--- config.mk ---
export PLATFORM = sky130hd
export DESIGN_NAME = msx_video_top
export DESIGN_NICKNAME = d
export VERILOG_FILES = /design/src/hdl/msx_video_pkg.sv /design/src/hdl/video_if.sv /design/src/hdl/osd_status_apb.sv /design/src/hdl/pixel_ce_gen.sv /design/src/hdl/tms_timing_gen.sv /design/src/hdl/video_out_align.sv /design/src/hdl/scaler_ctrl.sv /design/src/hdl/msx_video_top.sv
export SDC_FILE = /design/constraint.sdc
export NUM_CORES = 1
export LEC_CHECK = 0
export ABC_AREA = 1
export CORE_UTILIZATION = 58
export CTS_CLUSTER_SIZE = 12
export DETAILED_ROUTE_END_ITERATION = 6
export DONT_BUFFER_PORTS = 1
export GPL_ROUTABILITY_DRIVEN = 0
export PLACE_DENSITY = 0.85
export RECOVER_POWER = 50
export SYNTH_ARGS = -nofsm -noshare
export SYNTH_HDL_FRONTEND = slang
export SYNTH_SLANG_ARGS = --single-unit
--- constraint.sdc ---
create_clock -name CLK_VIDEO -period 2.17 [get_ports CLK_VIDEO]
set_clock_uncertainty 0.2 [all_clocks]
set_input_delay 0.1085 -clock CLK_VIDEO [delete_from_list [all_inputs] [get_ports CLK_VIDEO]]
set_output_delay 0.1085 -clock CLK_VIDEO [all_outputs]
set_load 0.05 [all_outputs]
--- src/hdl/msx_video_pkg.sv ---
////////////////////////////////////////
// MSX video package
// Frame timing, TMS palette, register map
// and the OSD status word layout
////////////////////////////////////////

package msx_video_pkg;

	////////////////////////////////////////
	// Frame timing of the video chip
	localparam logic [8:0] H_TOTAL      = 9'd342;
	localparam logic [8:0] H_BORDER     = 9'd8;
	localparam logic [8:0] H_IMAGE      = 9'd256;
	localparam logic [8:0] H_SYNC_START = 9'd290;
	localparam logic [8:0] H_SYNC_LEN   = 9'd26;

	localparam logic [8:0] V_TOTAL      = 9'd262;
	localparam logic [8:0] V_BORDER     = 9'd8;
	localparam logic [8:0] V_IMAGE      = 9'd192;
	localparam logic [8:0] V_SYNC_START = 9'd230;
	localparam logic [8:0] V_SYNC_LEN   = 9'd3;

	////////////////////////////////////////
	// TMS palette, 24-bit RGB, colour 0 is transparent
	localparam logic [23:0] MSX_PALETTE [0:15] = '{
		24'h000000, 24'h000000, 24'h21c842, 24'h5edc78,
		24'h5455ed, 24'h7d76fc, 24'hd4524d, 24'h42ebf5,
		24'hfc5554, 24'hff7978, 24'hd4c154, 24'he6ce80,
		24'h21b03b, 24'hc95bba, 24'hcccccc, 24'hffffff
	};

	// APB register map, anything else errors
	localparam logic [3:0] ADDR_STATUS = 4'h0;
	localparam logic [3:0] ADDR_BORDER = 4'h4;

	// Crop height for 1080p output
	localparam logic [9:0] CROP_216 = 10'd216;

	////////////////////////////////////////
	// OSD status word, bit 0 first from the bottom
	typedef struct packed {
		logic [19:0] reserved_hi;
		logic [1:0]  scale_mode;
		logic [2:0]  sd_fx;
		logic [2:0]  reserved_lo;
		logic        border_en;
		logic [1:0]  aspect;
		logic        soft_reset;
	} msx_status_fields_t;

	// Same word seen raw by the bus, decoded by the video side
	typedef union packed {
		logic [31:0]        raw;
		msx_status_fields_t fields;
	} msx_status_u;

endpackage

--- src/hdl/video_if.sv ---
////////////////////////////////////////
// Raw video bundle
// Timing generator to output stage
////////////////////////////////////////

`timescale 1ns/1ps

interface video_if;

	// Pixel colour
	logic [7:0] r;
	logic [7:0] g;
	logic [7:0] b;

	// Active-low syncs and blanking, all dot-aligned
	logic hsync_n;
	logic vsync_n;
	logic hblank;
	logic vblank;

	// Video chip side
	modport src (
		output r, g, b, hsync_n, vsync_n, hblank, vblank
	);

	// Output stage side
	modport snk (
		input r, g, b, hsync_n, vsync_n, hblank, vblank
	);

endinterface

--- src/hdl/osd_status_apb.sv ---
////////////////////////////////////////
// OSD status APB slave
// Holds the status word and border colour
// written by software over APB
////////////////////////////////////////

`timescale 1ns/1ps

module osd_status_apb (
	input  logic                      CLK_VIDEO,
	input  logic                      rst,
	input  logic                      psel,
	input  logic                      penable,
	input  logic                      pwrite,
	input  logic [3:0]                paddr,
	input  logic [31:0]               pwdata,
	output logic [31:0]               prdata,
	output logic                      pready,
	output logic                      pslverr,
	output msx_video_pkg::msx_status_u status,
	output logic [3:0]                border_color
);

	logic addr_ok;
	logic wr_en;

	// Only two registers are decoded
	assign addr_ok = (paddr == msx_video_pkg::ADDR_STATUS) ||
		(paddr == msx_video_pkg::ADDR_BORDER);

	// Write lands at the end of the access phase
	assign wr_en = psel && penable && pwrite && addr_ok;

	// No wait states
	assign pready = 1'b1;

	// Error only in the access phase
	assign pslverr = psel && penable && !addr_ok;

	////////////////////////////////////////
	// Register storage
	always_ff @(posedge CLK_VIDEO) begin
		if (rst) begin
			status.raw   <= '0;
			border_color <= '0;
		end else if (wr_en) begin
			if (paddr == msx_video_pkg::ADDR_STATUS) begin
				status.raw <= pwdata;
			end else begin
				// Border keeps its low nibble only
				border_color <= pwdata[3:0];
			end
		end
	end

	////////////////////////////////////////
	// Read mux, combinational so data is ready in the access phase
	always_comb begin
		prdata = '0;
		if (psel && !pwrite) begin
			case (paddr)
				msx_video_pkg::ADDR_STATUS: prdata = status.raw;
				msx_video_pkg::ADDR_BORDER: prdata = {28'd0, border_color};
				default: prdata = '0;
			endcase
		end
	end

endmodule

--- src/hdl/pixel_ce_gen.sv ---
////////////////////////////////////////
// Dot clock enable divider
// 10.7 MHz and 5.3 MHz enables from CLK_VIDEO
////////////////////////////////////////

`timescale 1ns/1ps

module pixel_ce_gen (
	input  logic CLK_VIDEO,
	input  logic rst,
	output logic ce_10m7,
	output logic ce_pix
);

	// Free-running divide by 8
	logic [2:0] div;

	always_ff @(posedge CLK_VIDEO) begin
		if (rst) begin
			div     <= '0;
			ce_10m7 <= 1'b0;
			ce_pix  <= 1'b0;
		end else begin
			div <= div + 3'd1;
			// Pulse on the last count of each window
			// so the first enables land on cycles 4 and 8
			ce_10m7 <= (div[1:0] == 2'd3);
			ce_pix  <= (div == 3'd7);
		end
	end

endmodule

--- src/hdl/tms_timing_gen.sv ---
////////////////////////////////////////
// Display timing generator
// 342x262 frame, colour bar image, border,
// active-low syncs and blanking
////////////////////////////////////////

`timescale 1ns/1ps

module tms_timing_gen (
	input  logic       CLK_VIDEO,
	input  logic       rst,
	input  logic       ce_pix,
	input  logic       border_en,
	input  logic [3:0] border_color,
	video_if.src       vid
);

	logic [8:0]  h_cnt;
	logic [8:0]  v_cnt;
	logic        h_img;
	logic        v_img;
	logic        h_act;
	logic        v_act;
	logic        h_sync;
	logic        v_sync;
	logic [3:0]  bar;
	logic [23:0] pixel;

	////////////////////////////////////////
	// Dot and line counters
	always_ff @(posedge CLK_VIDEO) begin
		if (rst) begin
			h_cnt <= '0;
			v_cnt <= '0;
		end else if (ce_pix) begin
			if (h_cnt == msx_video_pkg::H_TOTAL - 9'd1) begin
				h_cnt <= '0;
				// End of line, step the line counter
				if (v_cnt == msx_video_pkg::V_TOTAL - 9'd1) begin
					v_cnt <= '0;
				end else begin
					v_cnt <= v_cnt + 9'd1;
				end
			end else begin
				h_cnt <= h_cnt + 9'd1;
			end
		end
	end

	////////////////////////////////////////
	// Region decode
	// Image sits after the left and top border
	assign h_img = (h_cnt >= msx_video_pkg::H_BORDER) &&
		(h_cnt < msx_video_pkg::H_BORDER + msx_video_pkg::H_IMAGE);
	assign v_img = (v_cnt >= msx_video_pkg::V_BORDER) &&
		(v_cnt < msx_video_pkg::V_BORDER + msx_video_pkg::V_IMAGE);

	// Border off blanks the border area too
	assign h_act = border_en ?
		(h_cnt < msx_video_pkg::H_BORDER + msx_video_pkg::H_IMAGE + msx_video_pkg::H_BORDER) :
		h_img;
	assign v_act = border_en ?
		(v_cnt < msx_video_pkg::V_BORDER + msx_video_pkg::V_IMAGE + msx_video_pkg::V_BORDER) :
		v_img;

	// Sync windows
	assign h_sync = (h_cnt >= msx_video_pkg::H_SYNC_START) &&
		(h_cnt < msx_video_pkg::H_SYNC_START + msx_video_pkg::H_SYNC_LEN);
	assign v_sync = (v_cnt >= msx_video_pkg::V_SYNC_START) &&
		(v_cnt < msx_video_pkg::V_SYNC_START + msx_video_pkg::V_SYNC_LEN);

	// Sixteen bars of 16 dots each across the image
	assign bar = 4'((h_cnt - msx_video_pkg::H_BORDER) >> 4);

	// Outside the image the border colour is shown
	assign pixel = (h_img && v_img) ? msx_video_pkg::MSX_PALETTE[bar] :
		msx_video_pkg::MSX_PALETTE[border_color];

	////////////////////////////////////////
	// Registered outputs, one update per dot
	always_ff @(posedge CLK_VIDEO) begin
		if (rst) begin
			vid.hsync_n <= 1'b1;
			vid.vsync_n <= 1'b1;
			vid.hblank  <= 1'b1;
			vid.vblank  <= 1'b1;
		end else if (ce_pix) begin
			vid.hsync_n <= ~h_sync;
			vid.vsync_n <= ~v_sync;
			vid.hblank  <= ~h_act;
			vid.vblank  <= ~v_act;
		end
	end

	// Pixel colour
	always_ff @(posedge CLK_VIDEO) begin
		if (ce_pix) begin
			{vid.r, vid.g, vid.b} <= pixel;
		end
	end

endmodule

--- src/hdl/video_out_align.sv ---
////////////////////////////////////////
// Video output stage
// Positive syncs, vsync aligned to hsync,
// display enable and pixel register
////////////////////////////////////////

`timescale 1ns/1ps

module video_out_align (
	input  logic       CLK_VIDEO,
	input  logic       rst,
	input  logic       ce_pix,
	video_if.snk       vid,
	output logic [7:0] vga_r,
	output logic [7:0] vga_g,
	output logic [7:0] vga_b,
	output logic       vga_hs,
	output logic       vga_vs,
	output logic       vga_de
);

	// Source updates on the ce edge, sample on the cycle after
	logic ce_q;
	logic de_in;

	assign de_in = ~(vid.hblank | vid.vblank);

	always_ff @(posedge CLK_VIDEO) begin
		if (rst) begin
			ce_q   <= 1'b0;
			vga_hs <= 1'b0;
			vga_vs <= 1'b0;
			vga_de <= 1'b0;
		end else begin
			ce_q <= ce_pix;
			if (ce_q) begin
				vga_hs <= ~vid.hsync_n;
				// Vsync moves only at the leading edge of hsync
				if (!vga_hs && !vid.hsync_n) begin
					vga_vs <= ~vid.vsync_n;
				end
				vga_de <= de_in;
			end
		end
	end

	// Blanked dots go out black
	always_ff @(posedge CLK_VIDEO) begin
		if (ce_q) begin
			{vga_r, vga_g, vga_b} <= de_in ? {vid.r, vid.g, vid.b} : 24'd0;
		end
	end

endmodule

--- src/hdl/scaler_ctrl.sv ---
////////////////////////////////////////
// Scaler control
// Aspect, crop, scanline and scandoubler
// words from the status word and HDMI size
////////////////////////////////////////

`timescale 1ns/1ps

module scaler_ctrl (
	input  logic                       CLK_VIDEO,
	input  logic                       rst,
	input  msx_video_pkg::msx_status_u status,
	input  logic                       forced_scandoubler,
	input  logic [11:0]                hdmi_width,
	input  logic [11:0]                hdmi_height,
	output logic [12:0]                video_arx,
	output logic [12:0]                video_ary,
	output logic [9:0]                 crop_size,
	output logic [1:0]                 vga_sl,
	output logic                       scandoubler,
	output logic                       hq2x
);

	logic [1:0] aspect;
	logic [2:0] sd_fx;
	logic [2:0] sl_dec;
	logic       en_216p;

	assign aspect = status.fields.aspect;
	assign sd_fx  = status.fields.sd_fx;

	// Scanline level counts from the first CRT option
	assign sl_dec = sd_fx - 3'd1;

	// 216 line crop only for native 1080p with no doubler
	assign en_216p = (hdmi_width == 12'd1920) && (hdmi_height == 12'd1080) &&
		!forced_scandoubler && (sd_fx == 3'd0);

	////////////////////////////////////////
	// Registered outputs
	always_ff @(posedge CLK_VIDEO) begin
		if (rst) begin
			// 4:3 matches a cleared status word
			video_arx   <= 13'd4;
			video_ary   <= 13'd3;
			crop_size   <= '0;
			vga_sl      <= '0;
			scandoubler <= 1'b0;
			hq2x        <= 1'b0;
		end else begin
			// Aspect 0 is original 4:3, others select full or custom ratio
			if (aspect == 2'd0) begin
				video_arx <= 13'd4;
				video_ary <= 13'd3;
			end else begin
				video_arx <= {11'd0, 2'(aspect - 2'd1)};
				video_ary <= 13'd0;
			end
			crop_size   <= en_216p ? msx_video_pkg::CROP_216 : 10'd0;
			vga_sl      <= (sd_fx != 3'd0) ? sl_dec[1:0] : 2'd0;
			scandoubler <= (sd_fx != 3'd0) || forced_scandoubler;
			// First effect option is HQ2x
			hq2x        <= (sd_fx == 3'd1);
		end
	end

endmodule

--- src/hdl/msx_video_top.sv ---
////////////////////////////////////////
// MSX video subsystem top
// APB options, dot enables, timing,
// output stage and scaler control
////////////////////////////////////////

`timescale 1ns/1ps

module msx_video_top (
	input  logic        CLK_VIDEO,
	input  logic        rst,
	// APB host port
	input  logic        psel,
	input  logic        penable,
	input  logic        pwrite,
	input  logic [3:0]  paddr,
	input  logic [31:0] pwdata,
	output logic [31:0] prdata,
	output logic        pready,
	output logic        pslverr,
	// HDMI side information
	input  logic        forced_scandoubler,
	input  logic [11:0] hdmi_width,
	input  logic [11:0] hdmi_height,
	// Video out
	output logic        ce_pixel,
	output logic [7:0]  vga_r,
	output logic [7:0]  vga_g,
	output logic [7:0]  vga_b,
	output logic        vga_hs,
	output logic        vga_vs,
	output logic        vga_de,
	// Scaler control words
	output logic [12:0] video_arx,
	output logic [12:0] video_ary,
	output logic [9:0]  crop_size,
	output logic [1:0]  vga_sl,
	output logic        scandoubler,
	output logic        hq2x
);

	msx_video_pkg::msx_status_u status;
	logic [3:0] border_color;
	logic       ce_pix;
	logic       core_rst;

	video_if vid ();

	// Soft reset from the OSD holds the video core
	assign core_rst = rst | status.fields.soft_reset;
	assign ce_pixel = ce_pix;

	osd_status_apb u_osd_status_apb (
		.CLK_VIDEO    (CLK_VIDEO),
		.rst          (rst),
		.psel         (psel),
		.penable      (penable),
		.pwrite       (pwrite),
		.paddr        (paddr),
		.pwdata       (pwdata),
		.prdata       (prdata),
		.pready       (pready),
		.pslverr      (pslverr),
		.status       (status),
		.border_color (border_color)
	);

	// CPU enable has no consumer in this subsystem
	pixel_ce_gen u_pixel_ce_gen (
		.CLK_VIDEO (CLK_VIDEO),
		.rst       (rst),
		.ce_10m7   (),
		.ce_pix    (ce_pix)
	);

	tms_timing_gen u_tms_timing_gen (
		.CLK_VIDEO    (CLK_VIDEO),
		.rst          (core_rst),
		.ce_pix       (ce_pix),
		.border_en    (status.fields.border_en),
		.border_color (border_color),
		.vid          (vid.src)
	);

	video_out_align u_video_out_align (
		.CLK_VIDEO (CLK_VIDEO),
		.rst       (core_rst),
		.ce_pix    (ce_pix),
		.vid       (vid.snk),
		.vga_r     (vga_r),
		.vga_g     (vga_g),
		.vga_b     (vga_b),
		.vga_hs    (vga_hs),
		.vga_vs    (vga_vs),
		.vga_de    (vga_de)
	);

	scaler_ctrl u_scaler_ctrl (
		.CLK_VIDEO          (CLK_VIDEO),
		.rst                (rst),
		.status             (status),
		.forced_scandoubler (forced_scandoubler),
		.hdmi_width         (hdmi_width),
		.hdmi_height        (hdmi_height),
		.video_arx          (video_arx),
		.video_ary          (video_ary),
		.crop_size          (crop_size),
		.vga_sl             (vga_sl),
		.scandoubler        (scandoubler),
		.hq2x               (hq2x)
	);

endmodule

; ---- Word-level counts from Yosys, hierarchy flattened
; Memories as Yosys holds them, arrays and structs flattened.
; Cells that the tools add are included.
[op_classes]
addsub = 6
mul = 0
n_div = 0
order_cmp = 12
n_eq_ne = 7
n_shift = 0
n_mux = 14
n_bitwise = 13
n_reduce_logical = 31
[ops]
columns = op, count
row1 = 2-to-1 mux 24 bit, 5
row2 = case mux 32 bit (2 select lines), 1
row3 = 2-to-1 mux 32 bit, 1
row4 = "< comparator 9 x 8 -> 1 bit, second input constant", 3
row5 = "< comparator 9 bit, second input constant", 3
row6 = "equality test 12 x 11 -> 1 bit, second input constant", 2
row7 = "adder 9 x 1 -> 9 bit, second input constant", 2
row8 = "equality test 9 bit, second input constant", 2
row9 = ">= comparator 9 x 4 -> 1 bit, second input constant", 2
row10 = 2-to-1 mux 9 bit, 2
row11 = logical AND 1 bit, 14
row12 = ">= comparator 5 bit, second input constant", 2
row13 = inverter 4 -> 5 bit, 2
row14 = ">= comparator 9 x 8 -> 1 bit, second input constant", 1
row15 = ">= comparator 9 bit, second input constant", 1
row16 = inverter 1 bit, 9
row17 = 2-to-1 mux 8 bit, 1
row18 = AND reduction 2 bit, 4
row19 = "subtractor 8 x 4 -> 8 bit, second input constant", 1
row20 = zero test 1 bit, 5
row21 = "equality test 4 x 3 -> 1 bit, second input constant", 1
row22 = zero test 4 bit, 1
row23 = OR reduction 2 bit, 2
row24 = "subtractor 2 x 1 -> 2 bit, second input constant", 2
row25 = other kinds (11), 14
[totals]
regBits = 154
latch_bits = 0
mem_bits_rw = 0
romBits = 768
in_bits = 66
output_inout_bits = 102
wordCells = 112
mem_count = 2
[memory_table]
columns = name, depth, word_bits, rd, rd_clocked_by_memory_dff, write_ports, line_no
row1 = (name not given), 16, 24, 1, 0, 0, tms_timing_gen.sv:76  ; assign pixel = (h_img && v_img) ? msx_video_pkg::MSX_PALETTE[bar] :
row2 = (name not given), 16, 24, 1, 0, 0, tms_timing_gen.sv:77  ; msx_video_pkg::MSX_PALETTE[border_color];

; ---- Depth between registers and ports, before layout
; Gate-level depths: netlist of run 1.
[logic_depth]
word_depth = 6
mapped_depth = 14
ltp_nobuf = 14

; ---- Hierarchy
; A second synthesis of run 1 with hierarchy kept.
[unflattened]
cells_unflattened = 1028
area_unflattened_um2 = 7729.9
[by_module_without_submodules]
columns = module, n_inst, cells_each, area_per_inst_um2, seq_area_each_um2
row1 = tms_timing_gen, 1, 525, 3599.7, 1161.1
row2 = osd_status_apb, 1, 297, 2073.2, 720.7
row3 = video_out_align, 1, 95, 1251.2, 800.8
row4 = scaler_ctrl, 1, 92, 635.6, 160.2
row5 = pixel_ce_gen, 1, 16, 158.9, 100.1
row6 = msx_video_top, 1, 3, 11.3, 0.0

; ---- Worst setup path before layout of run 1
; No wires, ideal clock.
[synth_timing]
kind = register to register
start = reg u_pixel_ce_gen.ce_pix
end = reg u_tms_timing_gen.v_cnt[2]
setup_time_ns = 0.121
t_arrival_ns = 2.012
t_required_ns = 1.849
setup_slack_ns = -0.163
stages_incl_launch_ff = 5
n_path_buf = 1
period_less_slack_ns = 2.333
cell_sequence = dfxtp_1 buf_1 nand3_2 o21ai_1 nor2_1
[synth_via]
elab_chain_cells = 1
[synth_lines]
columns = item, line_no
row1 = start: declaration, pixel_ce_gen.sv:12  ; output logic ce_pix
row2 = start signal: assignment, pixel_ce_gen.sv:28  ; ce_pix <= (div == 3'd7);
row3 = AND reduction 2 bit (no line), n/a
row4 = end signal: assignment, tms_timing_gen.sv:42  ; v_cnt <= v_cnt + 9'd1;
row5 = end: declaration, tms_timing_gen.sv:19  ; logic [8:0] v_cnt;
; No other way between the ends.
; A chain may end at the register's enable or synchronous reset.

; ---- Worst setup path after layout of run 1
[layout_timing]
start = reg u_tms_timing_gen.h_cnt[3]
end = reg u_tms_timing_gen.vid.b[4] (data pin)
[layout_via]
elab_chain_cells = 6
word_cells_on_any_way = 10
cone_classes = add/sub (1) / order compare (2) / mux (3) / bitwise (1) / reduce/logical (2) / memory (1)
[layout_lines]
columns = item, line_no
row1 = start: declaration, tms_timing_gen.sv:18  ; logic [8:0] h_cnt;
row2 = start signal: assignment, tms_timing_gen.sv:45  ; h_cnt <= h_cnt + 9'd1;
row3 = subtractor 8 x 4 -> 8 bit, tms_timing_gen.sv:73  ; assign bar = 4'((h_cnt - msx_video_pkg::H_BORDER) >> 4);
row4 = inverter 4 -> 5 bit (implied by the code), tms_timing_gen.sv:76
row5 = memory (16 x 24 bit), n/a
row6 = 2-to-1 mux 24 bit (implied by the code) (2 in series), tms_timing_gen.sv:76
row7 = 2-to-1 mux 24 bit (*), tms_timing_gen.sv:76
row8 = named net u_tms_timing_gen.pixel[4], tms_timing_gen.sv:27  ; logic [23:0] pixel;
row9 = end signal: assignment, tms_timing_gen.sv:98  ; {vid.r, vid.g, vid.b} <= pixel;
row10 = end: declaration, video_if.sv:23  ; output r, g, b, hsync_n, vsync_n, hblank, vblank
; The timed path passes the listed nets; every way through them passes the cells marked *. The select of a mux whose other input is x is not followed.

==> results of run 1 <==
==> through the flow <==
step / TNS, ns / hold WS (ns) / cell area [sq um] / worst slack (ns)
after floorplan: -0.0368 / 0.0539 / 7100 / -0.00526
after global placement: 0 / -0.0254 / 7300 / 0.0779
after detailed placement: -0.0182 / -0.0181 / 7300 / -0.00961
after CTS: 0 / 0.0114 / 8450 / 0.0109
after global routing: -0.350 / 0.0829 / 8530 / -0.0611
final: 0 / 0.0636 / 8530 / 0.0330
==> cell usage after synthesis (all sizes together) <==
| library cell | count |
|---|---|
| nand2 | 234 |
| nor2 | 167 |
| inv | 97 |
| o21ai | 76 |
| dfxtp | 74 |
| buf | 63 |
| nand3 | 58 |
| edfxtp | 48 |
| a21oi | 41 |
| ha | 28 |
| nor3 | 12 |
| clkbuf | 10 |
| nor3b | 9 |
| nand4 | 5 |
| nor4 | 4 |
| or2 | 4 |
| clkinv | 3 |
| conb | 2 |
| o211ai | 2 |
| o21a | 2 |
| xor2 | 2 |
| a211oi | 1 |
| bufinv | 1 |
| nand3b | 1 |
| o22ai | 1 |
| o31ai | 1 |
==> worst min-delay path: cells and delay by family <==
family             cells  cell delay (ns)
AOI/OAI and AO/OA      2             0.22
and+or+nand+nor        3             0.31
==> how the worst max path moves through the flow <==
stage / startpoint / cells after the start / to / slack, ns
floorplan: paddr[1] / 5 / prdata[10] / -0.005
global placement: u_tms_timing_gen.h_cnt[3] / 10 / u_tms_timing_gen.vid.g[4] / 0.08
detailed placement: u_tms_timing_gen.h_cnt[3] / 10 / u_tms_timing_gen.vid.b[3] / -0.01
CTS: u_tms_timing_gen.h_cnt[3] / 13 / u_tms_timing_gen.vid.r[0] / 0.01
global route: u_tms_timing_gen.h_cnt[3] / 14 / u_tms_timing_gen.vid.b[4] / -0.06
finish: u_tms_timing_gen.h_cnt[3] / 14 / u_tms_timing_gen.vid.b[4] / 0.03
==> per-layer routing <==
layer / global-route usage [%] / vias up / share of wire (%)
met5: 0 / - / 0
met4: 14.6 / 0 / 3.9
met3: 6.64 / 71 / 9.5
met2: 48.2 / 448 / 48
met1: 33.2 / 2961 / 39
li1: - / 3132 / -
==> sequential cells by signal (all words and copies together) (netlist names), 2 cells and up <==
signal                         flops
u_tms_timing_gen.vid.g             8
u_video_out_align.vga_b            8
u_pixel_ce_gen.div                 3
u_osd_status_apb.border_color      4
u_osd_status_apb.status           32
u_tms_timing_gen.h_cnt             9
u_scaler_ctrl.video_arx            2
u_tms_timing_gen.vid.r             8
u_tms_timing_gen.v_cnt             9
u_video_out_align.vga_g            8
u_video_out_align.vga_r            8
u_tms_timing_gen.vid.b             8
u_scaler_ctrl.vga_sl               2
==> power by group through the flow <==
stage                     Sequential [uW]  Clock (uW)  Combinational (uW)
after floorplan                      2440           0                 233
after global placement               2440           0                 219
after detailed placement             2440           0                 222
after CTS                            2400        3010                 285
after global routing                 2400        3120                 323
final                                2400        2990                 310
==> cells by family (layout without fill, tap and decap cells) <==
| family | after synthesis | in the layout | share of synthesized area, % |
|---|---|---|---|
| AOI/OAI and AO/OA | 124 | 124 | 9.15 |
| xor gates and xnor gates | 2 | 2 | 0.250 |
| adders and majority gates | 28 | 28 | 5.01 |
| buffers and inverters | 174 | 252 | 12.9 |
| DFF | 122 | 122 | 41.8 |
| other | 2 | 28 | 0.107 |
| and+or+nand+nor | 494 | 494 | 30.8 |
==> final cells by class <==
cell class                      count  area [sq um]
Sequential cell                   122          2930
Timing Repair Buffer              119          1010
Clock buffer                       26           531
Inverter                          101           398
Clock inverter                      6           108
Fill cell                         760          3030
Tap cell                          143           179
Multi-Input combinational cell    676          3390
==> what timing repair did <==
item,in CTS,in global routing
resized for setup,1,20
endpoints found under the hold margin,74,2
endpoints found under the setup margin,4,24
buffers inserted,0,1
hold buffers,51,4
pin swaps,0,4
==> flow_summary.rst, run 1 <==
.. list-table::
   :header-rows: 1

   * - Metric
     - Value
   * - Startpoint class of the critical path
     - flip-flop
   * - Starting density of the core
     - 60.5%
   * - Routed via count
     - 6612
   * - Mapped cell area
     - 0.00700 sq mm
   * - Row count
     - 39
   * - Class of the most critical hold timing path
     - in2reg
   * - Violations in the final reports
     - DRC
   * - Initial antenna violation count
     - 0
   * - RSZ-0062 raised after global routing
     - yes
   * - Setup slack, reg-to-reg
     - around 0.033 ns
   * - Power Total
     - 5700 uW
   * - Most common cell on crit path
     - sky130_fd_sc_hd__nand2_1
   * - GR Overflow Total
     - 0
   * - Diodes inserted
     - 0
   * - CTS tree
     - built
   * - Fraction of the yosys area taken by sequential cells
     - 41.8%
   * - Leak Pwr
     - 0.00368 uW
   * - Minimum clock period after layout
     - 2.14 ns
   * - Clock share of power
     - 52.5%
   * - Total count of hold-check failures in the final report
     - 0
   * - Antenna Nets Post-Route
     - 0
   * - Number of instances in the synthesized netlist
     - 946
   * - DRC Markers
     - 9
   * - Maximum number of pins on one net before global-route repair
     - 35
   * - Worst hold path depth
     - 5
   * - Hold Crit Endpoint
     - u_osd_status_apb.border_color[1]
   * - Run status
     - finished, violations left
   * - Clock Latency Late Sink
     - 0.42 ns
   * - Wire length of the first global-routing pass
     - 27900 um
   * - Total count of max-transition violations in the final report
     - 0
   * - Crit-path cells
     - bufinv_8 -> ha_2 -> inv_1 -> nand2_1 -> nand2_4 -> buf_4 -> ha_2 -> inv_1 -> nand3_2 -> nand2_1 -> nand2_1 -> nand2_1 -> nand2_1 -> nand2_1
   * - Clk sink count
     - between 100 and 150
   * - Most area-consuming cells after synthesis
     - sky130_fd_sc_hd__dfxtp_1 21%, sky130_fd_sc_hd__edfxtp_1 21%, sky130_fd_sc_hd__nand2_1 12%, sky130_fd_sc_hd__nor2_1 8.7%, sky130_fd_sc_hd__ha_1 5.0%
   * - Final cycle utilization of the critical path
     - 98.5%
   * - CTS root buffer
     - sky130_fd_sc_hd__clkbuf_16
   * - Top-area cell type share of the netlist area
     - 21.2%
   * - Switching share of total power
     - approximately a fifth
   * - Maximum cell stage delay along the critical path
     - between 0.3 and 0.4 ns
   * - Arrival time of the worst setup path
     - about 2.1 ns
   * - Worst path required time
     - 2.14 ns
   * - Cell internal power dissipation
     - 4500 uW
   * - H-Tree Level Count
     - 4
   * - Maximum net fanout on the critical path
     - 7
   * - Final Non-Filler Cells
     - about 1200
   * - Startpoint of the worst register-to-register path
     - u_tms_timing_gen.h_cnt[3]
   * - Nets
     - 1131
   * - Commonest cells after routing, fill and taps aside
     - 224 x sky130_fd_sc_hd__nand2_1, 164 x sky130_fd_sc_hd__nor2_1, 91 x sky130_fd_sc_hd__inv_1
   * - Final Util
     - between 70% and 80%
   * - Most common library cell in the layout ignoring fill and taps
     - sky130_fd_sc_hd__nand2_1
   * - Fraction of final layout cells with drive strength greater than 1
     - 14.1%
   * - Wire length per cell
     - 15.4 um
   * - Die width
     - 112 um
   * - Synthesis warning total
     - 0
   * - Total track usage
     - between 20 and 30%
   * - Relative slew slack
     - 41.0%
   * - Library cells used by synthesis
     - 43
   * - Height of the chip
     - 112 um
   * - Kind of critical path
     - reg2reg
   * - Num ports
     - around 170
   * - Pre-antenna DRT Iters
     - 7
   * - Area added between synthesis and finish
     - 21.9%
   * - Final Setup Violations
     - 0
   * - Switching power summed over all nets
     - 1210 uW
   * - Critical path's top delay family
     - simple AND/OR/NAND/NOR gates
   * - Worst path buffer plus inverter count
     - 4
   * - Clock-pin transition on the worst setup and hold timing paths
     - 0.05 ns
   * - Sequential Power Share
     - roughly 42%
   * - Highest achievable clock rate
     - ~0.47 GHz
   * - I/O Buffers
     - 0
   * - # placed instances
     - 1106
   * - Setup crit end kind
     - flip-flop
   * - Count of cells along the worst register-to-register path
     - 14
   * - Worst ir drop on vdd
     - between 0.4 and 0.5 mV
   * - Power per standard cell area
     - 668 mW/mm^2
   * - Average via count per standard cell
     - 5.54
   * - DR iter-0 viols
     - 564
   * - Transition time at the pin with the least slew margin
     - approximately 0.88 ns
   * - FF+latch count, synth
     - between 100 and 150
   * - Top cell type by total area after synthesis
     - sky130_fd_sc_hd__dfxtp_1
   * - Endpoint of the lowest-slack register-to-register path
     - u_tms_timing_gen.vid.b[4]
   * - Source of the worst hold timing path
     - psel
   * - Via count of the first global-routing pass
     - ~6000
   * - Buffers from clock root to sink, at most
     - 2
   * - CORE AREA
     - ~0.012 sq mm
   * - Average cell area after synthesis
     - 7.40 sq um
   * - Area of the die
     - 0.0125 sq mm
   * - Number of buffers created by CTS
     - 17
   * - Total length of routed wires
     - 18400 um
   * - Max-capacitance violation count
     - 0
   * - Slowest stage cell on the critical path
     - sky130_fd_sc_hd__dfxtp_2
   * - Gate power share
     - 5.4%
   * - HPWL after detailed placement
     - 10900 um
Power figures use the tool's default switching activity.
==> inputs of run 2 (changes only) <==
--- a/config.mk
+++ b/config.mk
@@ -6,12 +6,13 @@
 export NUM_CORES = 1
 export LEC_CHECK = 0
 export ABC_AREA = 1
-export CORE_UTILIZATION = 58
+export CAP_MARGIN = 20
+export CORE_UTILIZATION = 55
 export CTS_CLUSTER_SIZE = 12
 export DETAILED_ROUTE_END_ITERATION = 6
 export DONT_BUFFER_PORTS = 1
 export GPL_ROUTABILITY_DRIVEN = 0
-export PLACE_DENSITY = 0.85
+export PLACE_DENSITY = 0.82
 export RECOVER_POWER = 50
 export SYNTH_ARGS = -nofsm -noshare
 export SYNTH_HDL_FRONTEND = slang
==> flow_summary.rst, run 2 (same netlist as run 1, synthesis figures left out) <==
.. list-table::
   :header-rows: 1

   * - Metric
     - Value
   * - Run status
     - finished, violations left
   * - Violations in the final reports
     - DRC
   * - Routed via count
     - 6603 (-0.14%)
   * - Class of the most critical hold timing path
     - in2reg
   * - Worst path required time
     - 2.28 ns (+0.14 ns)
   * - Via count of the first global-routing pass
     - 5975 (-0.050%)
   * - Nets
     - 1131 (unchanged)
   * - Most common library cell in the layout ignoring fill and taps
     - sky130_fd_sc_hd__nand2_1
   * - Crit-path cells
     - nor2_1 -> nand2_1 -> nor2_4 -> dlygate4sd3_1 -> nand2_4 -> o21ai_1 -> dlygate4sd3_1 -> nor2_1
   * - Final Non-Filler Cells
     - 1218 (+2.1%)
   * - Final Setup Violations
     - 0 (unchanged)
   * - Starting density of the core
     - 57.3% (-3.2 points)
   * - GR Overflow Total
     - 0 (unchanged)
   * - Maximum net fanout on the critical path
     - 12 (+5)
   * - Fraction of final layout cells with drive strength greater than 1
     - 13.9% (-0.19 points)
   * - # placed instances
     - 1130 (+2.2%)
   * - Arrival time of the worst setup path
     - 2.26 ns (+0.16 ns)
   * - Worst path buffer plus inverter count
     - 2 (-2)
   * - Wire length of the first global-routing pass
     - 28600 um (+2.5%)
   * - Largest register by flop count
     - u_osd_status_apb.status
   * - Leak Pwr
     - 0.00366 uW (-0.78%)
   * - Num ports
     - 168 (unchanged)
   * - Kind of critical path
     - in2reg
   * - Initial antenna violation count
     - 0 (unchanged)
   * - Antenna Nets Post-Route
     - 0 (unchanged)
   * - DR iter-0 viols
     - 596 (+5.7%)
   * - CTS tree
     - built
   * - HPWL after detailed placement
     - 11400 um (+4.0%)
   * - CORE AREA
     - 0.0122 sq mm (+5.6%)
   * - Row count
     - 40 (+2.6%)
   * - Average via count per standard cell
     - 5.42 (-2.2%)
   * - Setup slack after layout
     - 0.0284 ns (-0.00454 ns)
   * - Transition time at the pin with the least slew margin
     - 0.867 ns (-0.0175 ns)
   * - Total count of hold-check failures in the final report
     - 0 (unchanged)
   * - Flip-flop count of the largest register, all copies and words added
     - 32 (unchanged)
   * - Startpoint class of the critical path
     - primary input
   * - Power Total
     - 5410 uW (-5.2%)
   * - RSZ-0062 raised after global routing
     - yes
   * - I/O Buffers
     - 0 (unchanged)
   * - Setup crit end kind
     - flip-flop
   * - Clk sink count
     - 122 (unchanged)
   * - Final Util
     - 69.1% (-4.7 points)
   * - Commonest cells after routing, fill and taps aside
     - 224 x sky130_fd_sc_hd__nand2_1, 164 x sky130_fd_sc_hd__nor2_1, 91 x sky130_fd_sc_hd__inv_1
   * - Buffers from clock root to sink, at most
     - 2 (unchanged)
   * - Highest achievable clock rate
     - 0.467 GHz (-0.21%)
   * - Clock Latency Late Sink
     - 0.42 ns (about the same)
   * - Die width
     - 115 um (+2.6%)
   * - Worst Setup Slack post-DPL
     - 0.00365 ns (+0.0133 ns)
   * - Largest registers in the final layout
     - u_osd_status_apb.status: 32 flops, u_tms_timing_gen.h_cnt: 9 flops, u_tms_timing_gen.v_cnt: 9 flops
   * - Slowest stage cell on the critical path
     - sky130_fd_sc_hd__dlygate4sd3_1
   * - Number of buffers created by CTS
     - 17 (unchanged)
   * - Minimum clock period after layout
     - 2.14 ns (+0.00454 ns)
   * - Clock-pin transition on the worst setup and hold timing paths
     - 0.06 ns (about the same)
   * - Pre-antenna DRT Iters
     - 7 (unchanged)
   * - Relative slew slack
     - 42.2% (+1.2 points)
   * - Diodes inserted
     - 0 (unchanged)
   * - Maximum number of pins on one net before global-route repair
     - 37 (+5.7%)
   * - H-Tree Level Count
     - 4 (unchanged)
   * - Total count of max-transition violations in the final report
     - 0 (unchanged)
   * - Total track usage
     - 28.3% (about the same)
   * - Height of the chip
     - 115 um (+2.6%)
   * - Critical path's top delay family
     - buffers and inverters
   * - Total length of routed wires
     - 18400 um (about the same)
   * - Worst ir drop on vdd
     - 0.587 mV (+29%)
   * - CTS root buffer
     - sky130_fd_sc_hd__clkbuf_16
   * - DRC Markers
     - 11 (+2)
   * - Maximum cell stage delay along the critical path
     - 0.64 ns (+0.32 ns)
   * - Power per standard cell area
     - 640 mW/mm^2 (-4.2%)
   * - Final cycle utilization of the critical path
     - 98.7% (+0.21 points)
   * - Area added between synthesis and finish
     - 20.6%
   * - Wire length per cell
     - 15.1 um (-2.1%)
   * - Max-capacitance violation count
     - 0 (unchanged)
   * - Area of the die
     - 0.0132 sq mm (+5.4%)
run 2: cell types whose count changed in the layout (fill, tap and decap cells not counted), sizes merged:
cell | previous run | this run
clkinvlp | 1 | 3
clkdlybuf4s25 | 1 | 0
buf | 55 | 56
bufinv | 4 | 2
run 2: through the flow:
| step | instance area (sq um) | setup TNS [ns] | hold slack (ns) |
|---|---|---|---|
| 2_1_floorplan | 7100 | -0.0368 | 0.0539 |
| 3_3_place_gp | 7310 | 0 | -0.0232 |
| 3_5_place_dp | 7310 | 0 | -0.0208 |
| 4_1_cts | 8430 | 0 | 0.00850 |
| 5_1_grt | 8440 | -0.0814 | 0.0899 |
| 6_report | 8440 | 0 | 0.0734 |
run 2: metal layers:
metal	global-route usage (%)	wire length (um)	vias up
li1	-	-	3138
met1	32.4	7070	2985
met2	47.2	8800	413
met3	8.49	1790	67
met4	16.2	744	0
met5	0	0	-
run 2: what timing repair did:
item / CTS / global route
hold endpoints to repair: 70 / 0
cloned: 0 / 0
gates resized for setup: 2 / 17
pin swaps: 1 / 2
hold buffers: 53 / 0
endpoints found under the setup margin: 6 / 40
setup buffers: 1 / 2
run 2: final timing paths:
path	startpoint	end	slack, ns	cells after the start
max	paddr[1]	u_osd_status_apb.status[26]	0.03	8
min	pwrite	u_osd_status_apb.status[29]	0.07	5
max reg2reg	u_tms_timing_gen.h_cnt[3]	u_tms_timing_gen.vid.g[7]	0.07	10
min reg2reg	u_pixel_ce_gen.div[0]	u_pixel_ce_gen.div[0]	0.22	1
run 2: layout make-up:
class                           count  area (sq um)
Fill cell                         925          3770
Clock inverter                      6          60.1
Timing Repair Buffer              119           995
Inverter                          101           404
Tap cell                          168           210
Sequential cell                   122          2930
Clock buffer                       26           510
Multi-Input combinational cell    676          3330
run 2: power breakdown:
| group | switching (uW) | leakage [uW] | total (uW) | internal (uW) |
|---|---|---|---|---|
| Sequential | 16.8 | 0.00103 | 2400 | 2380 |
| Clock | 968 | 0.000275 | 2690 | 1730 |
| Combinational | 219 | 0.00235 | 313 | 93.7 |
| Total | 1200 | 0.00366 | 5410 | 4200 |
run 2: tightest hold or removal path, cell delays in order:
cell and delay [ns]:
sky130_fd_sc_hd__inv_1 0.06, sky130_fd_sc_hd__nor2_1 0.09, sky130_fd_sc_hd__nand2_4 0.18, sky130_fd_sc_hd__o21ai_0 0.12, sky130_fd_sc_hd__nor2_1 0.09
==> inputs of run 3 (changes only) <==
--- a/config.mk
+++ b/config.mk
@@ -12,7 +12,7 @@
 export DETAILED_ROUTE_END_ITERATION = 6
 export DONT_BUFFER_PORTS = 1
 export GPL_ROUTABILITY_DRIVEN = 0
-export PLACE_DENSITY = 0.82
+export PLACE_DENSITY = 0.79
 export RECOVER_POWER = 50
 export SYNTH_ARGS = -nofsm -noshare
 export SYNTH_HDL_FRONTEND = slang
==> constraint.sdc (replaced) <==
create_clock -name CLK_VIDEO -period 2.15 [get_ports CLK_VIDEO]
set_clock_uncertainty 0.2 [all_clocks]
set_input_delay 0.1075 -clock CLK_VIDEO [delete_from_list [all_inputs] [get_ports CLK_VIDEO]]
set_output_delay 0.1075 -clock CLK_VIDEO [all_outputs]
set_load 0.05 [all_outputs]
==> flow_summary.rst, run 3 (same netlist as run 1, synthesis figures left out) <==
.. list-table::
   :header-rows: 1

   * - Metric
     - Value
   * - Run status
     - finished, final reports clean
   * - Minimum clock period after layout
     - 2.10 ns
   * - Most common cell on crit path
     - sky130_fd_sc_hd__dlygate4sd3_1
   * - Height of the chip
     - 115 um (unchanged)
   * - Area added between synthesis and finish
     - 21.9%
   * - Total track usage
     - 27.2% (-1.0 points)
   * - Total count of hold-check failures in the final report
     - 0 (unchanged)
   * - Largest registers in the final layout
     - u_osd_status_apb.status: 32 flops, u_tms_timing_gen.h_cnt: 9 flops, u_tms_timing_gen.v_cnt: 9 flops
   * - Area of the die
     - 0.0132 sq mm (unchanged)
   * - Final-layout fill cell count
     - 927 (+0.22%)
   * - Endpoint of the lowest-slack register-to-register path
     - u_tms_timing_gen.vid.b[2]
   * - Setup crit end kind
     - flip-flop
   * - Slowest stage cell on the critical path
     - sky130_fd_sc_hd__dlygate4sd3_1
   * - Fraction of final layout cells with drive strength greater than 1
     - 15.3% (+1.4 points)
   * - Total count of max-transition violations in the final report
     - 0 (unchanged)
   * - GR Overflow Total
     - 0 (unchanged)
   * - Setup slack after layout
     - 0.0525 ns (+0.0241 ns)
   * - HPWL after detailed placement
     - 11200 um (-1.5%)
   * - Antenna Nets Post-Route
     - 0 (unchanged)
   * - Switching share of total power
     - 21.8% (-0.45 points)
   * - Sequential Power Share
     - 41.9% (-2.5 points)
   * - DR iter-0 viols
     - 455 (-24%)
   * - Highest achievable clock rate
     - ~0.48 GHz
   * - Worst ir drop on vdd
     - 0.485 mV (-17%)
   * - Diodes inserted
     - 0 (unchanged)
   * - Crit-path cells
     - dlygate4sd3_1 -> nor4_1 -> dlygate4sd3_1 -> nand3_1 -> dlygate4sd3_1 -> nor2_1
   * - Worst path buffer plus inverter count
     - 3 (+1)
   * - Final cycle utilization of the critical path
     - between 90% and 100%
   * - Class of the most critical hold timing path
     - in2reg
   * - Critical path's top delay family
     - buffers and inverters
   * - Total length of routed wires
     - 17500 um (-5.0%)
   * - Most common library cell in the layout ignoring fill and taps
     - sky130_fd_sc_hd__nand2_1
   * - Cell internal power dissipation
     - 4510 uW (+7.3%)
   * - Buffers from clock root to sink, at most
     - 2 (unchanged)
   * - Power per standard cell area
     - 676 mW/mm^2 (+5.6%)
   * - Worst path required time
     - 2.30 ns (+0.02 ns)
   * - Average via count per standard cell
     - 5.24 (-3.3%)
   * - Endpoint of the worst setup timing path
     - u_scaler_ctrl.crop_size[6]
   * - Flip-flop count of the largest register, all copies and words added
     - 32 (unchanged)
   * - Kind of critical path
     - in2reg
   * - Via count of the first global-routing pass
     - 5883 (-1.5%)
   * - Maximum number of pins on one net before global-route repair
     - 39 (+5.4%)
   * - Startpoint class of the critical path
     - primary input
   * - Maximum cell stage delay along the critical path
     - 0.61 ns (-0.03 ns)
   * - Largest register by flop count
     - u_osd_status_apb.status
   * - Gate power share
     - 5.2% (-0.6 points)
   * - H-Tree Level Count
     - 4 (unchanged)
   * - Clk sink count
     - 122 (unchanged)
   * - Num ports
     - 168 (unchanged)
   * - I/O Buffers
     - 0 (unchanged)
   * - Pre-antenna DRT Iters
     - 5 (-2)
   * - Switching power summed over all nets
     - 1260 uW (+4.5%)
   * - Crit path launch
     - hdmi_width[5]
   * - Arrival time of the worst setup path
     - 2.25 ns (about the same)
   * - DRC Markers
     - 0 (-11)
   * - Levels on crit path
     - 6 (-2)
   * - Count of cells along the worst register-to-register path
     - 12 (+2)
   * - CTS tree
     - built
   * - Clock-pin transition on the worst setup and hold timing paths
     - 0.06 ns (about the same)
   * - CORE AREA
     - 0.0122 sq mm (unchanged)
   * - Commonest cells after routing, fill and taps aside
     - 225 x sky130_fd_sc_hd__nand2_1, 162 x sky130_fd_sc_hd__nor2_1, 89 x sky130_fd_sc_hd__inv_1
   * - # placed instances
     - 1136 (+0.53%)
   * - Clock Latency Late Sink
     - 0.42 ns (about the same)
   * - Sum Neg Setup Slack
     - 0 ns (unchanged)
   * - Clock share of power
     - 52.8% (+3.0 points)
   * - Final Util
     - 69.9% (+0.74 points)
   * - Routed via count
     - 6370 (-3.5%)
   * - Initial antenna violation count
     - 0 (unchanged)
   * - Wire length of the first global-routing pass
     - 27900 um (-2.4%)
   * - Worst Setup Slack post-DPL
     - -0.0355 ns (-0.0391 ns)
   * - Final Setup Violations
     - 0 (unchanged)
   * - CTS root buffer
     - sky130_fd_sc_hd__clkbuf_16
   * - Maximum net fanout on the critical path
     - 1 (-11)
   * - Leak Pwr
     - 0.00370 uW (+1.2%)
   * - Row count
     - 40 (unchanged)
   * - Nets
     - 1128 (-0.27%)
   * - Die width
     - 115 um (unchanged)
   * - Relative slew slack
     - 46.7% (+4.5 points)
   * - Number of buffers created by CTS
     - 17 (unchanged)
   * - Starting density of the core
     - 57.3% (unchanged)
   * - Startpoint of the worst register-to-register path
     - u_tms_timing_gen.h_cnt[3]
   * - Setup slack, reg-to-reg
     - 0.08 ns (about the same)
   * - Wire length per cell
     - 14.4 um (-4.8%)
   * - Transition time at the pin with the least slew margin
     - 0.804 ns (-0.0638 ns)
   * - Max-capacitance violation count
     - 0 (unchanged)
   * - Final Non-Filler Cells
     - 1215 (-0.25%)
==> run 3: cell types whose count changed in the layout (fill, tap and decap cells not counted), moves of 3 or more <==
cell,previous run,this run
sky130_fd_sc_hd__ha_4,0,3
sky130_fd_sc_hd__clkbuf_1,10,5
sky130_fd_sc_hd__dlygate4sd3_1,53,46
sky130_fd_sc_hd__o21ai_1,12,8
sky130_fd_sc_hd__o21ai_0,63,67
sky130_fd_sc_hd__buf_4,56,64
==> run 3: metrics by stage <==
stage	hold WS [ns]	cell area, sq um	power [uW]
6_report	0.0747	8530	5770
2_1_floorplan	0.0529	7100	2700
5_1_grt	0.143	8530	5930
3_3_place_gp	-0.0248	7360	2690
3_5_place_dp	-0.0237	7360	2690
4_1_cts	0.0516	8470	5780
==> run 3: cell type report <==
| class | count | area [sq um] | share of cell area [%] |
|---|---|---|---|
| Timing Repair Buffer | 116 | 967 | 11.3 |
| Inverter | 101 | 400 | 4.69 |
| Clock inverter | 9 | 131 | 1.54 |
| Tap cell | 168 | 210 | 2.46 |
| Sequential cell | 122 | 2930 | 34.3 |
| Clock buffer | 23 | 510 | 5.98 |
| Multi-Input combinational cell | 676 | 3390 | 39.7 |
==> run 3: worst min-delay path by stage <==
stage | startpoint | endpoint | cells after the start
floorplan | pwdata[31] | u_osd_status_apb.status[31] | 2
global placement | rst | u_pixel_ce_gen.ce_pix | 1
detailed placement | rst | u_pixel_ce_gen.ce_pix | 1
CTS | pwrite | u_osd_status_apb.border_color[0] | 5
global route | pwrite | u_osd_status_apb.border_color[0] | 5
finish | pwrite | u_osd_status_apb.border_color[0] | 5
==> run 3: worst min-delay path, cell delays in order <==
cell and delay (ns):
sky130_fd_sc_hd__inv_1 0.08, sky130_fd_sc_hd__nor2_1 0.09, sky130_fd_sc_hd__nand2_1 0.17, sky130_fd_sc_hd__o21ai_0 0.09, sky130_fd_sc_hd__a21oi_1 0.11
==> run 3: timing repair <==
action	in CTS	in global routing
hold buffers	45	2
buffers inserted	1	0
gates resized for setup	4	17
endpoints found under the hold margin	72	1
pin swaps	1	1
endpoints found under the setup margin	8	27
==> run 3: metal layers <==
| metal | global-route usage (%) | share of wire, % | wire (um) |
|---|---|---|---|
| met1 | 32.0 | 39 | 6860 |
| met2 | 44.1 | 48 | 8390 |
| met3 | 7.85 | 8.4 | 1460 |
| met4 | 16.9 | 4.3 | 753 |
| met5 | 0 | 0 | 0 |
==> run 3: power by group through the flow <==
stage / logic, uW / clock network (uW) / registers (uW)
floorplan: 235 / 0 / 2470
global placement: 224 / 0 / 2470
detailed placement: 226 / 0 / 2470
CTS: 285 / 3080 / 2420
global route: 319 / 3190 / 2420
finish: 301 / 3050 / 2420
